--- src/rtl/tcp_tx_defines.svh ---
`ifndef TCP_TX_DEFINES_SVH
`define TCP_TX_DEFINES_SVH

////////////////////
// buffer sizing
////////////////////

// byte buffer holds 2**8 = 256 bytes, indexed by low seq bits
`define TCP_BUF_AW 8

// descriptor ring holds 2**2 = 4 segments
`define TCP_PKT_AW 2

////////////////////
// segmentation
////////////////////

`define TCP_MAX_PLD 16 // payload bytes per segment, stands in for mtu minus headers
`define TCP_WAIT_TICKS 8 // idle cycles before an open segment is closed

////////////////////
// retransmission
////////////////////

`define TCP_RTX_TICKS 64 // scanner visits before an unacked segment goes out again
`define TCP_RTX_TRIES 4 // transmissions that force a disconnect

`endif

--- src/rtl/tcp_tx_pkg.sv ---
package tcp_tx_pkg;

  ////////////////////
  // widths
  ////////////////////

  typedef logic [31:0] seq_t; // sequence number
  typedef logic [7:0] byte_t; // payload byte
  typedef logic [15:0] len_t; // segment length in bytes
  typedef logic [31:0] cks_t; // unfolded ones complement sum of 16 bit words
  typedef logic [2:0] tries_t; // transmission count
  typedef logic [7:0] rto_t; // timer count

  ////////////////////
  // fsm states
  ////////////////////

  // segment builder, idle or collecting bytes
  typedef enum logic {seg_idle, seg_pend} seg_state_t;

  // one state per cycle of a table visit
  typedef enum logic [2:0] {
    scan_read,
    scan_judge,
    scan_choose,
    scan_update,
    scan_next
  } scan_state_t;

  typedef enum logic [1:0] {tx_idle, tx_wait, tx_on, tx_done} tx_state_t;

endpackage

--- src/rtl/tcp_tx_buf.sv ---
`timescale 1ns/1ps
`include "tcp_tx_defines.svh"

module tcp_tx_buf (
  input  logic              clk,
  input  logic              reset,
  input  logic              wr_en,
  input  tcp_tx_pkg::byte_t wr_data,
  input  tcp_tx_pkg::seq_t  wr_seq,
  input  tcp_tx_pkg::seq_t  free_seq,
  input  tcp_tx_pkg::seq_t  rd_addr,
  output tcp_tx_pkg::byte_t rd_data,
  output logic              full
);

  localparam int DEPTH = 2 ** `TCP_BUF_AW;

  tcp_tx_pkg::byte_t mem [DEPTH];
  tcp_tx_pkg::seq_t  fill; // bytes held once this cycle's write lands

  ////////////////////
  // storage
  ////////////////////

  always_ff @(posedge clk) begin
    if (wr_en) mem[wr_seq[`TCP_BUF_AW-1:0]] <= wr_data; // byte sits at its own seq
    rd_data <= mem[rd_addr[`TCP_BUF_AW-1:0]]; // one cycle read latency
  end

  ////////////////////
  // fill level
  ////////////////////

  // distance from the free point to the write point, looking one write ahead
  // so full is already up in the cycle the last free slot gets used
  assign fill = wr_seq + wr_en - free_seq;

  always_ff @(posedge clk) begin
    if (reset) begin
      full <= 1'b0;
    end else begin
      // free_seq may move forward meanwhile, that only makes this conservative
      full <= (fill >= DEPTH);
    end
  end

endmodule

--- src/rtl/tcp_tx_ctl.sv ---
`timescale 1ns/1ps
`include "tcp_tx_defines.svh"

module tcp_tx_ctl (
  input  logic              clk,
  input  logic              reset,
  input  logic              connected,
  input  logic              init,
  input  tcp_tx_pkg::seq_t  init_seq,
  input  logic              data_val,
  input  tcp_tx_pkg::byte_t data_dat,
  input  logic              data_snd,
  output logic              cts,
  input  tcp_tx_pkg::seq_t  rem_ack,
  input  logic              req,
  input  logic              sent,
  output logic              send,
  output tcp_tx_pkg::seq_t  pld_start,
  output tcp_tx_pkg::seq_t  pld_stop,
  output tcp_tx_pkg::len_t  pld_len,
  output tcp_tx_pkg::cks_t  pld_cks,
  output logic              strm_val,
  output logic              strm_sof,
  output logic              strm_eof,
  output tcp_tx_pkg::byte_t strm_dat,
  output tcp_tx_pkg::seq_t  last_seq,
  output tcp_tx_pkg::seq_t  loc_seq,
  output logic              force_dcn
);

  // buffer
  logic                   buf_full;
  tcp_tx_pkg::seq_t       free_seq, rd_addr;
  tcp_tx_pkg::byte_t      rd_data;
  // descriptor write
  logic                   add_en;
  logic [`TCP_PKT_AW-1:0] add_addr;
  logic [`TCP_PKT_AW:0]   add_count;
  tcp_tx_pkg::seq_t       add_start, add_stop;
  tcp_tx_pkg::len_t       add_len;
  tcp_tx_pkg::cks_t       add_cks;
  // scanner port
  logic                   upd_en, upd_exists, q_exists;
  logic [`TCP_PKT_AW-1:0] upd_addr;
  tcp_tx_pkg::tries_t     upd_tries, q_tries;
  tcp_tx_pkg::rto_t       upd_rto, q_rto;
  tcp_tx_pkg::seq_t       q_start, q_stop;
  tcp_tx_pkg::len_t       q_len;
  tcp_tx_pkg::cks_t       q_cks;
  // hand-off to the streamer
  logic                   tx_go, tx_idle, ring_full;
  tcp_tx_pkg::seq_t       go_start, go_stop;
  tcp_tx_pkg::len_t       go_len;
  tcp_tx_pkg::cks_t       go_cks;

  assign cts = connected && !ring_full && !buf_full; // user back-pressure

  ////////////////////
  // blocks
  ////////////////////

  tcp_tx_buf u_buf (
    .clk(clk), .reset(reset),
    .wr_en(data_val), .wr_data(data_dat), .wr_seq(loc_seq), // byte lands at current seq
    .free_seq(free_seq), .rd_addr(rd_addr), .rd_data(rd_data), .full(buf_full)
  );

  tcp_tx_segmenter u_seg (
    .clk(clk), .reset(reset), .init(init), .init_seq(init_seq),
    .data_val(data_val), .data_snd(data_snd), .data_dat(data_dat), .buf_full(buf_full),
    .loc_seq(loc_seq), .add_en(add_en), .add_addr(add_addr),
    .add_start(add_start), .add_stop(add_stop), .add_len(add_len), .add_cks(add_cks),
    .add_count(add_count)
  );

  tcp_tx_info_table u_table (
    .clk(clk), .reset(reset),
    .add_en(add_en), .add_addr(add_addr), .add_start(add_start), .add_stop(add_stop),
    .add_len(add_len), .add_cks(add_cks),
    .upd_en(upd_en), .upd_addr(upd_addr), .upd_exists(upd_exists),
    .upd_tries(upd_tries), .upd_rto(upd_rto),
    .q_start(q_start), .q_stop(q_stop), .q_len(q_len), .q_cks(q_cks),
    .q_exists(q_exists), .q_tries(q_tries), .q_rto(q_rto)
  );

  tcp_tx_scanner u_scan (
    .clk(clk), .reset(reset), .init(init), .init_seq(init_seq), .rem_ack(rem_ack),
    .add_en(add_en), .add_count(add_count), .tx_idle(tx_idle),
    .upd_en(upd_en), .upd_addr(upd_addr), .upd_exists(upd_exists),
    .upd_tries(upd_tries), .upd_rto(upd_rto),
    .q_start(q_start), .q_stop(q_stop), .q_len(q_len), .q_cks(q_cks),
    .q_exists(q_exists), .q_tries(q_tries), .q_rto(q_rto),
    .tx_go(tx_go), .go_start(go_start), .go_stop(go_stop), .go_len(go_len),
    .go_cks(go_cks), .free_seq(free_seq), .ring_full(ring_full), .force_dcn(force_dcn)
  );

  tcp_tx_streamer u_strm (
    .clk(clk), .reset(reset), .init(init), .init_seq(init_seq),
    .tx_go(tx_go), .go_start(go_start), .go_stop(go_stop), .go_len(go_len),
    .go_cks(go_cks), .req(req), .sent(sent), .rd_data(rd_data), .rd_addr(rd_addr),
    .tx_idle(tx_idle), .send(send),
    .pld_start(pld_start), .pld_stop(pld_stop), .pld_len(pld_len), .pld_cks(pld_cks),
    .strm_val(strm_val), .strm_sof(strm_sof), .strm_eof(strm_eof), .strm_dat(strm_dat),
    .last_seq(last_seq)
  );

endmodule

--- src/rtl/tcp_tx_info_table.sv ---
`timescale 1ns/1ps
`include "tcp_tx_defines.svh"

module tcp_tx_info_table (
  input  logic                   clk,
  input  logic                   reset,
  input  logic                   add_en,
  input  logic [`TCP_PKT_AW-1:0] add_addr,
  input  tcp_tx_pkg::seq_t       add_start,
  input  tcp_tx_pkg::seq_t       add_stop,
  input  tcp_tx_pkg::len_t       add_len,
  input  tcp_tx_pkg::cks_t       add_cks,
  input  logic                   upd_en,
  input  logic [`TCP_PKT_AW-1:0] upd_addr,
  input  logic                   upd_exists,
  input  tcp_tx_pkg::tries_t     upd_tries,
  input  tcp_tx_pkg::rto_t       upd_rto,
  output tcp_tx_pkg::seq_t       q_start,
  output tcp_tx_pkg::seq_t       q_stop,
  output tcp_tx_pkg::len_t       q_len,
  output tcp_tx_pkg::cks_t       q_cks,
  output logic                   q_exists,
  output tcp_tx_pkg::tries_t     q_tries,
  output tcp_tx_pkg::rto_t       q_rto
);

  localparam int DEPTH = 2 ** `TCP_PKT_AW;

  tcp_tx_pkg::seq_t   start_mem [DEPTH];
  tcp_tx_pkg::seq_t   stop_mem  [DEPTH];
  tcp_tx_pkg::len_t   len_mem   [DEPTH];
  tcp_tx_pkg::cks_t   cks_mem   [DEPTH];
  tcp_tx_pkg::tries_t tries_mem [DEPTH];
  tcp_tx_pkg::rto_t   rto_mem   [DEPTH];
  logic [DEPTH-1:0]   exists;

  // valid flags, add wins on a shared address
  always_ff @(posedge clk) begin
    if (reset) begin
      exists <= '0;
    end else begin
      if (upd_en) exists[upd_addr] <= upd_exists;
      if (add_en) exists[add_addr] <= 1'b1;
    end
  end

  ////////////////////
  // field storage
  ////////////////////

  always_ff @(posedge clk) begin
    if (upd_en) begin
      tries_mem[upd_addr] <= upd_tries;
      rto_mem[upd_addr]   <= upd_rto;
    end
    if (add_en) begin
      start_mem[add_addr] <= add_start;
      stop_mem[add_addr]  <= add_stop;
      len_mem[add_addr]   <= add_len;
      cks_mem[add_addr]   <= add_cks;
      tries_mem[add_addr] <= '0; // never sent
      rto_mem[add_addr]   <= '0;
    end
  end

  // scanner read port, registered
  always_ff @(posedge clk) begin
    q_start  <= start_mem[upd_addr];
    q_stop   <= stop_mem[upd_addr];
    q_len    <= len_mem[upd_addr];
    q_cks    <= cks_mem[upd_addr];
    q_exists <= exists[upd_addr];
    q_tries  <= tries_mem[upd_addr];
    q_rto    <= rto_mem[upd_addr];
  end

endmodule

--- src/rtl/tcp_tx_scanner.sv ---
`timescale 1ns/1ps
`include "tcp_tx_defines.svh"

module tcp_tx_scanner (
  input  logic                   clk,
  input  logic                   reset,
  input  logic                   init,
  input  tcp_tx_pkg::seq_t       init_seq,
  input  tcp_tx_pkg::seq_t       rem_ack,
  input  logic                   add_en,
  input  logic [`TCP_PKT_AW:0]   add_count,
  input  logic                   tx_idle,
  output logic                   upd_en,
  output logic [`TCP_PKT_AW-1:0] upd_addr,
  output logic                   upd_exists,
  output tcp_tx_pkg::tries_t     upd_tries,
  output tcp_tx_pkg::rto_t       upd_rto,
  input  tcp_tx_pkg::seq_t       q_start,
  input  tcp_tx_pkg::seq_t       q_stop,
  input  tcp_tx_pkg::len_t       q_len,
  input  tcp_tx_pkg::cks_t       q_cks,
  input  logic                   q_exists,
  input  tcp_tx_pkg::tries_t     q_tries,
  input  tcp_tx_pkg::rto_t       q_rto,
  output logic                   tx_go,
  output tcp_tx_pkg::seq_t       go_start,
  output tcp_tx_pkg::seq_t       go_stop,
  output tcp_tx_pkg::len_t       go_len,
  output tcp_tx_pkg::cks_t       go_cks,
  output tcp_tx_pkg::seq_t       free_seq,
  output logic                   ring_full,
  output logic                   force_dcn
);

  tcp_tx_pkg::scan_state_t state;
  logic [`TCP_PKT_AW-1:0]  upd_ptr;  // entry under visit
  logic [`TCP_PKT_AW-1:0]  next_ptr; // next entry for a first send
  logic [`TCP_PKT_AW:0]    rem_ptr;  // oldest entry still held
  logic [`TCP_PKT_AW:0]    used;
  tcp_tx_pkg::seq_t        ack_dif;
  tcp_tx_pkg::tries_t      e_tries;
  tcp_tx_pkg::rto_t        e_rto;
  logic                    e_exists, acked, free, go, collide, in_upd;

  assign upd_addr = upd_ptr;
  assign ack_dif  = rem_ack - q_stop; // msb clear means fully acked
  assign used     = add_count - rem_ptr;
  // one slot stays spare for a segment still being built
  assign ring_full = (used >= (`TCP_PKT_AW+1)'(2 ** `TCP_PKT_AW - 1));

  ////////////////////
  // update port
  ////////////////////

  assign collide    = add_en && (add_count[`TCP_PKT_AW-1:0] == upd_ptr);
  assign in_upd     = (state == tcp_tx_pkg::scan_update) && !collide;
  assign upd_en     = in_upd && e_exists; // empty slots are left alone
  assign tx_go      = in_upd && go;
  assign upd_exists = !free;
  assign upd_tries  = go ? e_tries + 1'b1 : e_tries;
  always_comb begin
    upd_rto = e_rto;
    if (go) upd_rto = '0; // timer restarts with every send
    else if (e_tries != 0 && e_rto != `TCP_RTX_TICKS) upd_rto = e_rto + 1'b1;
  end

  always_ff @(posedge clk) begin
    if (reset || init) begin
      state     <= tcp_tx_pkg::scan_read;
      upd_ptr   <= '0;
      next_ptr  <= '0;
      rem_ptr   <= '0;
      free      <= 1'b0;
      go        <= 1'b0;
      force_dcn <= 1'b0;
      free_seq  <= reset ? '0 : init_seq;
    end else begin
      case (state)
        tcp_tx_pkg::scan_read: state <= tcp_tx_pkg::scan_judge; // table read in flight
        tcp_tx_pkg::scan_judge: begin
          go_start <= q_start; // latch the entry for the rest of the visit
          go_stop  <= q_stop;
          go_len   <= q_len;
          go_cks   <= q_cks;
          e_exists <= q_exists;
          e_tries  <= q_tries;
          e_rto    <= q_rto;
          acked    <= q_exists && !ack_dif[31];
          state    <= tcp_tx_pkg::scan_choose;
        end
        tcp_tx_pkg::scan_choose: begin
          free <= acked && (upd_ptr == rem_ptr[`TCP_PKT_AW-1:0]); // oldest only
          go   <= e_exists && !acked && tx_idle && (e_tries != `TCP_RTX_TRIES) &&
                  ((e_tries == 0 && upd_ptr == next_ptr) ||     // first send, in order
                   (e_tries != 0 && e_rto == `TCP_RTX_TICKS));  // timer expired
          if (e_exists && e_tries == `TCP_RTX_TRIES) force_dcn <= 1'b1; // sticky
          state <= tcp_tx_pkg::scan_update;
        end
        tcp_tx_pkg::scan_update: begin
          if (!collide) begin
            if (free) begin
              rem_ptr  <= rem_ptr + 1'b1;
              free_seq <= go_stop; // buffer space up to here is released
            end
            if (go && e_tries == 0) next_ptr <= upd_ptr + 1'b1;
          end
          state <= tcp_tx_pkg::scan_next;
        end
        default: begin // scan_next
          upd_ptr <= upd_ptr + 1'b1;
          free    <= 1'b0;
          go      <= 1'b0;
          state   <= tcp_tx_pkg::scan_read;
        end
      endcase
    end
  end

endmodule

--- src/rtl/tcp_tx_segmenter.sv ---
`timescale 1ns/1ps
`include "tcp_tx_defines.svh"

module tcp_tx_segmenter (
  input  logic                   clk,
  input  logic                   reset,
  input  logic                   init,
  input  tcp_tx_pkg::seq_t       init_seq,
  input  logic                   data_val,
  input  logic                   data_snd,
  input  tcp_tx_pkg::byte_t      data_dat,
  input  logic                   buf_full,
  output tcp_tx_pkg::seq_t       loc_seq,
  output logic                   add_en,
  output logic [`TCP_PKT_AW-1:0] add_addr,
  output tcp_tx_pkg::seq_t       add_start,
  output tcp_tx_pkg::seq_t       add_stop,
  output tcp_tx_pkg::len_t       add_len,
  output tcp_tx_pkg::cks_t       add_cks,
  output logic [`TCP_PKT_AW:0]   add_count
);

  tcp_tx_pkg::seg_state_t state;
  tcp_tx_pkg::len_t       cnt;   // bytes in the open segment
  tcp_tx_pkg::cks_t       cks;   // sum of completed word pairs
  tcp_tx_pkg::byte_t      prev;  // last byte, high half of the next word
  tcp_tx_pkg::rto_t       idle;  // cycles since the last byte
  tcp_tx_pkg::seq_t       start; // seq of the first byte
  logic                   close;

  // any of the four end conditions, only while a segment is open
  assign close = (state == tcp_tx_pkg::seg_pend) &&
                 ((data_val && cnt == `TCP_MAX_PLD - 1) || // this byte fills it
                  (!data_val && idle == `TCP_WAIT_TICKS) ||
                  data_snd || buf_full);

  ////////////////////
  // descriptor fields
  ////////////////////

  // valid in the add_en cycle, registers still hold the closed segment
  assign add_addr  = add_count[`TCP_PKT_AW-1:0];
  assign add_start = start;
  assign add_stop  = loc_seq; // one past the last byte, the expected ack
  assign add_len   = cnt;
  assign add_cks   = cnt[0] ? cks + {prev, 8'h00} : cks; // odd tail padded with zero

  // local sequence tracker
  always_ff @(posedge clk) begin
    if (reset) begin
      loc_seq <= '0;
    end else if (init) begin
      loc_seq <= init_seq;
    end else if (data_val) begin
      loc_seq <= loc_seq + 1'b1;
    end
  end

  always_ff @(posedge clk) begin
    if (reset || init) begin
      state     <= tcp_tx_pkg::seg_idle;
      add_en    <= 1'b0;
      add_count <= '0;
    end else begin
      add_en <= close; // descriptor write one cycle after close
      if (add_en) add_count <= add_count + 1'b1;
      case (state)
        tcp_tx_pkg::seg_idle: if (data_val) state <= tcp_tx_pkg::seg_pend;
        tcp_tx_pkg::seg_pend: if (close) state <= tcp_tx_pkg::seg_idle;
        default:              state <= tcp_tx_pkg::seg_idle;
      endcase
    end
  end

  // byte count, checksum and idle timer
  always_ff @(posedge clk) begin
    if (data_val) prev <= data_dat;
    if (state == tcp_tx_pkg::seg_idle) begin
      start <= loc_seq; // seq of a byte arriving now
      cnt   <= data_val ? 16'd1 : 16'd0;
      cks   <= '0;
      idle  <= '0;
    end else begin
      if (data_val) begin
        cnt <= cnt + 1'b1;
        if (cnt[0]) cks <= cks + {prev, data_dat}; // big endian word complete
      end
      idle <= data_val ? '0 : idle + 1'b1;
    end
  end

endmodule

--- src/rtl/tcp_tx_streamer.sv ---
`timescale 1ns/1ps

module tcp_tx_streamer (
  input  logic               clk,
  input  logic               reset,
  input  logic               init,
  input  tcp_tx_pkg::seq_t   init_seq,
  input  logic               tx_go,
  input  tcp_tx_pkg::seq_t   go_start,
  input  tcp_tx_pkg::seq_t   go_stop,
  input  tcp_tx_pkg::len_t   go_len,
  input  tcp_tx_pkg::cks_t   go_cks,
  input  logic               req,
  input  logic               sent,
  input  tcp_tx_pkg::byte_t  rd_data,
  output tcp_tx_pkg::seq_t   rd_addr,
  output logic               tx_idle,
  output logic               send,
  output tcp_tx_pkg::seq_t   pld_start,
  output tcp_tx_pkg::seq_t   pld_stop,
  output tcp_tx_pkg::len_t   pld_len,
  output tcp_tx_pkg::cks_t   pld_cks,
  output logic               strm_val,
  output logic               strm_sof,
  output logic               strm_eof,
  output tcp_tx_pkg::byte_t  strm_dat,
  output tcp_tx_pkg::seq_t   last_seq
);

  tcp_tx_pkg::tx_state_t state;
  tcp_tx_pkg::len_t      cnt;      // bytes put out so far
  tcp_tx_pkg::seq_t      stop_dif;

  assign tx_idle  = (state == tcp_tx_pkg::tx_idle);
  assign strm_dat = rd_data; // buffer output lines up with strm_val
  assign stop_dif = pld_stop - last_seq; // msb clear when the stop is ahead

  always_ff @(posedge clk) begin
    if (reset || init) begin
      state    <= tcp_tx_pkg::tx_idle;
      send     <= 1'b0;
      strm_val <= 1'b0;
      strm_sof <= 1'b0;
      strm_eof <= 1'b0;
      cnt      <= '0;
      last_seq <= reset ? '0 : init_seq;
    end else begin
      case (state)
        tcp_tx_pkg::tx_idle: if (tx_go) begin
          pld_start <= go_start;
          pld_stop  <= go_stop;
          pld_len   <= go_len;
          pld_cks   <= go_cks;
          rd_addr   <= go_start; // first byte already being read
          send      <= 1'b1;
          state     <= tcp_tx_pkg::tx_wait;
        end
        tcp_tx_pkg::tx_wait: if (req) begin
          send     <= 1'b0;
          strm_val <= 1'b1;
          strm_sof <= 1'b1;
          strm_eof <= (pld_len == 16'd1);
          cnt      <= 16'd1;
          rd_addr  <= rd_addr + 1'b1;
          state    <= tcp_tx_pkg::tx_on;
        end
        tcp_tx_pkg::tx_on: begin
          strm_sof <= 1'b0;
          if (strm_eof) begin
            strm_val <= 1'b0;
            strm_eof <= 1'b0;
            state    <= tcp_tx_pkg::tx_done;
          end else begin
            cnt      <= cnt + 1'b1;
            strm_eof <= (cnt == pld_len - 1'b1); // next byte is the last
            rd_addr  <= rd_addr + 1'b1;
          end
        end
        default: if (sent) begin // tx_done, engine has the whole segment
          if (!stop_dif[31]) last_seq <= pld_stop; // never step back on a resend
          state <= tcp_tx_pkg::tx_idle;
        end
      endcase
    end
  end

endmodule

--- config.mk ---
export PLATFORM = sky130hd
export DESIGN_NAME = tcp_tx_ctl
export DESIGN_NICKNAME = d
export VERILOG_FILES = /design/src/rtl/tcp_tx_pkg.sv /design/src/rtl/tcp_tx_buf.sv /design/src/rtl/tcp_tx_ctl.sv /design/src/rtl/tcp_tx_info_table.sv /design/src/rtl/tcp_tx_scanner.sv /design/src/rtl/tcp_tx_segmenter.sv /design/src/rtl/tcp_tx_streamer.sv
export VERILOG_INCLUDE_DIRS = /design/src /design/src/rtl
export SDC_FILE = /design/constraint.sdc
export NUM_CORES = 2
export LEC_CHECK = 0
export ABC_AREA = 1
export BUFFER_PORTS_ARGS = -buffer_cell sky130_fd_sc_hd__buf_4
export CAP_MARGIN = 20
export CORE_MARGIN = 3
export CORE_UTILIZATION = 55
export CTS_BUF_LIST = sky130_fd_sc_hd__clkbuf_8
export DETAILED_ROUTE_END_ITERATION = 6
export GPL_ROUTABILITY_DRIVEN = 1
export PLACE_DENSITY = 0.71
export SLEW_MARGIN = 40
export SYNTH_ARGS = -nofsm -noshare
export SYNTH_HDL_FRONTEND = slang
export SYNTH_SLANG_ARGS = --single-unit
--- constraint.sdc ---
create_clock -name clk -period 14.7 [get_ports clk]
set_input_delay 2.94 -clock clk [delete_from_list [all_inputs] [get_ports clk]]
set_output_delay 2.94 -clock clk [all_outputs]
set_load 0.005 [all_outputs]
==> impl_metrics.csv <==
group,metric,value,unit
logic_synthesis,synthTopCellsByArea,"sky130_fd_sc_hd__edfxtp_1 (67%), sky130_fd_sc_hd__nor2_1 (5.7%), sky130_fd_sc_hd__o21ai_0 (5.0%)",
logic_synthesis,synth_top_family_by_area,"simple AND/OR/NAND/NOR gates",
timing,report.final.slew_viol_count,0,
cells_and_area,area.growth.synth_to_final,10.60,%
timing,clock_skew,0.08347,ns
clock_tree,clk_root_buffer_cell,"sky130_fd_sc_hd__clkbuf_8",
power,vdd_drop_max,110.1,uV
logic_synthesis,postSynthAreaPerCell,12.16,um^2
timing,final-setup-viol-count,0,
logic_synthesis,synth_compound_area_frac,0.1053,
placement,port_buffers,269,
clock_tree,cts_buffers,484,
floorplanning,die-height,487.1,um
clock_tree,cts_tree,"built",
clock_tree,worst_path_clk_slew,0.06,ns
cells_and_area,layout-drive-gt1-share,0.09986,
timing,worst-slew-pin-transition,0.9622,ns
timing,achievable-frequency,159.0,MHz
logic_synthesis,ys.warnings.count,0,
run,drv_cap,0,
placement,place.gp.congestion,0.9873,
timing,relSlewSlack,0.3585,
setup_path,crit_path_frequent_cell,"sky130_fd_sc_hd__buf_4",
power,power.leakage,0.04865,uW
floorplanning,placeableCoreArea,0.2288,mm^2
setup_path,crit_path_max_incr_delay,0.16,ns
setup_path,critical_path_peak_fanout,1,
logic_synthesis,synth_enable_flop_cells,2861,
setup_path,setup.worst_path.end_class,"output port",
timing,layout_setup_ws,8.410,ns
routing,route.detailed.vias_per_inst,6.060,
routing,detail-route-antenna-nets,0,
timing,post-route-min-period,6.290,ns
logic_synthesis,top_ff_cell_synth,"sky130_fd_sc_hd__edfxtp_1",
outcome,status,"completed",
setup_path,worst-setup-path-type,"in -> out",
min_path,min-delay-path-class,"reg -> reg",
clock_tree,cts_hold_buf,0,
routing,drtPass1Iterations,7,
logic_synthesis,synthXorXnorAreaFrac,0.006467,
routing,routed-via-count,85770,
timing,setup-tns-final,0,ns
floorplanning,std_cell_rows,175,
timing,period_share,0.4279,
logic_synthesis,synth_cell_types,55,
clock_tree,clkSinkCount,3154,
routing,drtIter0Drc,11168,
timing,final-hold-violation-count,0,
global_routing,grt_resource_usage_total,0.2882,
global_routing,antenna_violations_before_repair,12,
logic_synthesis,synthesis.area,0.1273,mm^2
clock_tree,post-cts-setup-buffers,0,
logic_synthesis,yosys_register_bits,3154,
floorplanning,ios,270,
global_routing,grt_pass1_vias,83032,
setup_path,cp_data_arrival_time,3.35,ns
setup_path,cp.required,11.76,ns
routing,remaining_drc_errors,0,
setup_path,critical-path-slowest-cell,"sky130_fd_sc_hd__buf_4",
floorplanning,die_x,487.1,um
cells_and_area,fin_nets,10999,
global_routing,overflow,0,
logic_synthesis,post_synth_fa_ha_maj_area_fraction,0.01704,
floorplanning,starting_density,0.5564,
logic_synthesis,yosys-mux-area-fraction,0,
logic_synthesis,yosysSeqAreaShare,0.7209,
routing,wl_per_cell,24.66,um
power,power-per-cell-area,122.6,mW/mm^2
setup_path,critPathLaunchType,"input port",
placement,dp_worst_setup_slack,8.416,ns
clock_tree,htreeDepth,5,
cells_and_area,filler_cell_count,17236,
logic_synthesis,synthDominantAreaCellType,"sky130_fd_sc_hd__edfxtp_1",
clock_tree,cts_resized,0,
clock_tree,worstSkewPairLatency,1.13,ns
placement,place.detailed.hpwl,210400,um
logic_synthesis,synthCells,10471,
logic_synthesis,synthDominantCellAreaShare,0.6748,
global_routing,grt_first_pass_wirelength,517600,um
setup_path,list_of_cells_traversed_by_the_critical_path,"buf_4 -> o211ai_1 -> nor2_1 -> buf_4",
logic_synthesis,post_synth_and_or_nand_nor_area_fraction,0.1144,
setup_path,cpLargestDelayFamily,"buffers and inverters",
timing,unrepaired_setup_endpoints_after_global_routing,"false",
logic_synthesis,synth_nets,10722,
routing,routed_wirelength,349000,um
setup_path,critical_path.n_buffers_inverters,2,
clock_tree,clock_tree.buffer_depth,4,
global_routing,grt_start_max_net_pins,226,
timing,fin_worst_hold_slack,0.3411,ns
floorplanning,floorplan.die_area,0.2373,mm^2
logic_synthesis,post_synth_arst_share,0,
## per-stage QoR
step	instance area (um^2)	instances	util	power, uW
6_report	140800	14153	0.6154	17260
5_1_grt	140800	14148	0.6153	17790
4_1_cts	140600	14143	0.6146	17330
3_5_place_dp	131600	13269	0.5753	10620
3_3_place_gp	131400	13263	0.5741	10610
2_1_floorplan	127300	10471	-	10300
## path summary, 6_finish.rpt
kind	to	slack (ns)	start	cells past startpoint
setup reg to reg	u_buf.rd_data[1]	9.67	u_strm.rd_addr[0]	12
setup / recovery	cts	8.41	connected	4
hold / removal	u_scan.go_start[4]	0.34	u_table.q_start[4]	0
hold reg to reg	u_scan.go_start[4]	0.34	u_table.q_start[4]	0
## sequential cells by signal (all words and copies together), names as in the netlist, 64 cells and up
| name | count |
|---|---|
| u_table.cks_mem | 128 |
| u_table.stop_mem | 128 |
| u_table.start_mem | 128 |
| u_buf.mem | 2048 |
| u_table.len_mem | 64 |
## Yosys cell counts, drive strengths merged (26+ instances only)
library cell and instances:
nand2 1013, inv 441, a21oi 302, nor3 74, dfxtp 293, buf 276, xnor2 31, xor2 63
o22ai 393, o211ai 245, o21ai 1404, nor2 1934, ha 167, nand3 452, nand4 66, clkbuf 326
edfxtp 2861, o221ai 26
## where the power goes
part | switching, uW | leakage, uW | total, uW | internal (uW)
Combinational | 402 | 0.0151 | 545 | 143
Sequential | 67.6 | 0.0283 | 9900 | 9830
Clock | 3330 | 0.00525 | 6820 | 3490
## cell type report
type,instances,area [um^2],share of cell area
sequential,3154,91790,0.6519
multi-input combinational,6271,31150,0.2213
clock buffer,520,7157,0.05083
tap,3009,3765,0.02674
timing repair buffer,393,3361,0.02387
clock inverter,354,1828,0.01298
inverter,444,1729,0.01228
antenna,8,20.02,0.0001422
## kinds of logic after synthesis
logic type / Yosys count
simple gates: 3587
xor+xnor: 94
compound gates: 2419
buf+inv: 1046
fa+ha+maj: 171
flops: 3154
## metal layers
metal | global-route usage | up-vias | part of all wire
met5 | 0 | - | 0.000075
met4 | 0.1386 | 4 | 0.051
met3 | 0.07179 | 802 | 0.11
met2 | 0.4424 | 4889 | 0.46
met1 | 0.3877 | 41700 | 0.39
li1 | - | 38375 | -
## cells in the final DEF, fill, tap and decap left out, types with 7 or more instances in the layout
| cell | netlist | layout |
|---|---|---|
| sky130_fd_sc_hd__xnor2_1 | 31 | 31 |
| sky130_fd_sc_hd__nor2_4 | 3 | 7 |
| sky130_fd_sc_hd__nand2_1 | 1002 | 999 |
| sky130_fd_sc_hd__nor3_2 | 3 | 19 |
| sky130_fd_sc_hd__nand3_2 | 1 | 7 |
| sky130_fd_sc_hd__o21ai_0 | 1281 | 1280 |
| sky130_fd_sc_hd__nand3_1 | 450 | 444 |
| sky130_fd_sc_hd__nand2_2 | 11 | 14 |
| sky130_fd_sc_hd__clkinv_1 | 3 | 106 |
| sky130_fd_sc_hd__nor2_1 | 1921 | 1902 |
| sky130_fd_sc_hd__inv_1 | 431 | 581 |
| sky130_fd_sc_hd__dfxtp_1 | 293 | 289 |
| sky130_fd_sc_hd__nand3b_1 | 8 | 8 |
| sky130_fd_sc_hd__bufinv_16 | 0 | 14 |
| sky130_fd_sc_hd__inv_2 | 9 | 8 |
| sky130_fd_sc_hd__buf_6 | 26 | 30 |
| sky130_fd_sc_hd__buf_4 | 67 | 339 |
| sky130_fd_sc_hd__clkinv_2 | 0 | 69 |
| sky130_fd_sc_hd__ha_1 | 167 | 167 |
| sky130_fd_sc_hd__o211ai_1 | 245 | 245 |
| sky130_fd_sc_hd__buf_12 | 0 | 11 |
| sky130_fd_sc_hd__inv_6 | 0 | 7 |
| sky130_fd_sc_hd__a21oi_1 | 302 | 302 |
| sky130_fd_sc_hd__o22ai_1 | 393 | 393 |
| sky130_fd_sc_hd__nand4_1 | 65 | 65 |
| sky130_fd_sc_hd__o221ai_1 | 26 | 26 |
| sky130_fd_sc_hd__clkbuf_8 | 0 | 520 |
| sky130_fd_sc_hd__buf_8 | 0 | 8 |
| sky130_fd_sc_hd__nor2_2 | 10 | 25 |
| sky130_fd_sc_hd__a31oi_1 | 24 | 24 |
| sky130_fd_sc_hd__nor3_1 | 69 | 53 |
| sky130_fd_sc_hd__nor4_1 | 16 | 16 |
| sky130_fd_sc_hd__diode_2 | 0 | 8 |
| sky130_fd_sc_hd__edfxtp_1 | 2861 | 2861 |
| sky130_fd_sc_hd__o21ai_1 | 122 | 123 |
| sky130_fd_sc_hd__xor2_1 | 63 | 63 |
(Power assumes the default switching activity.)
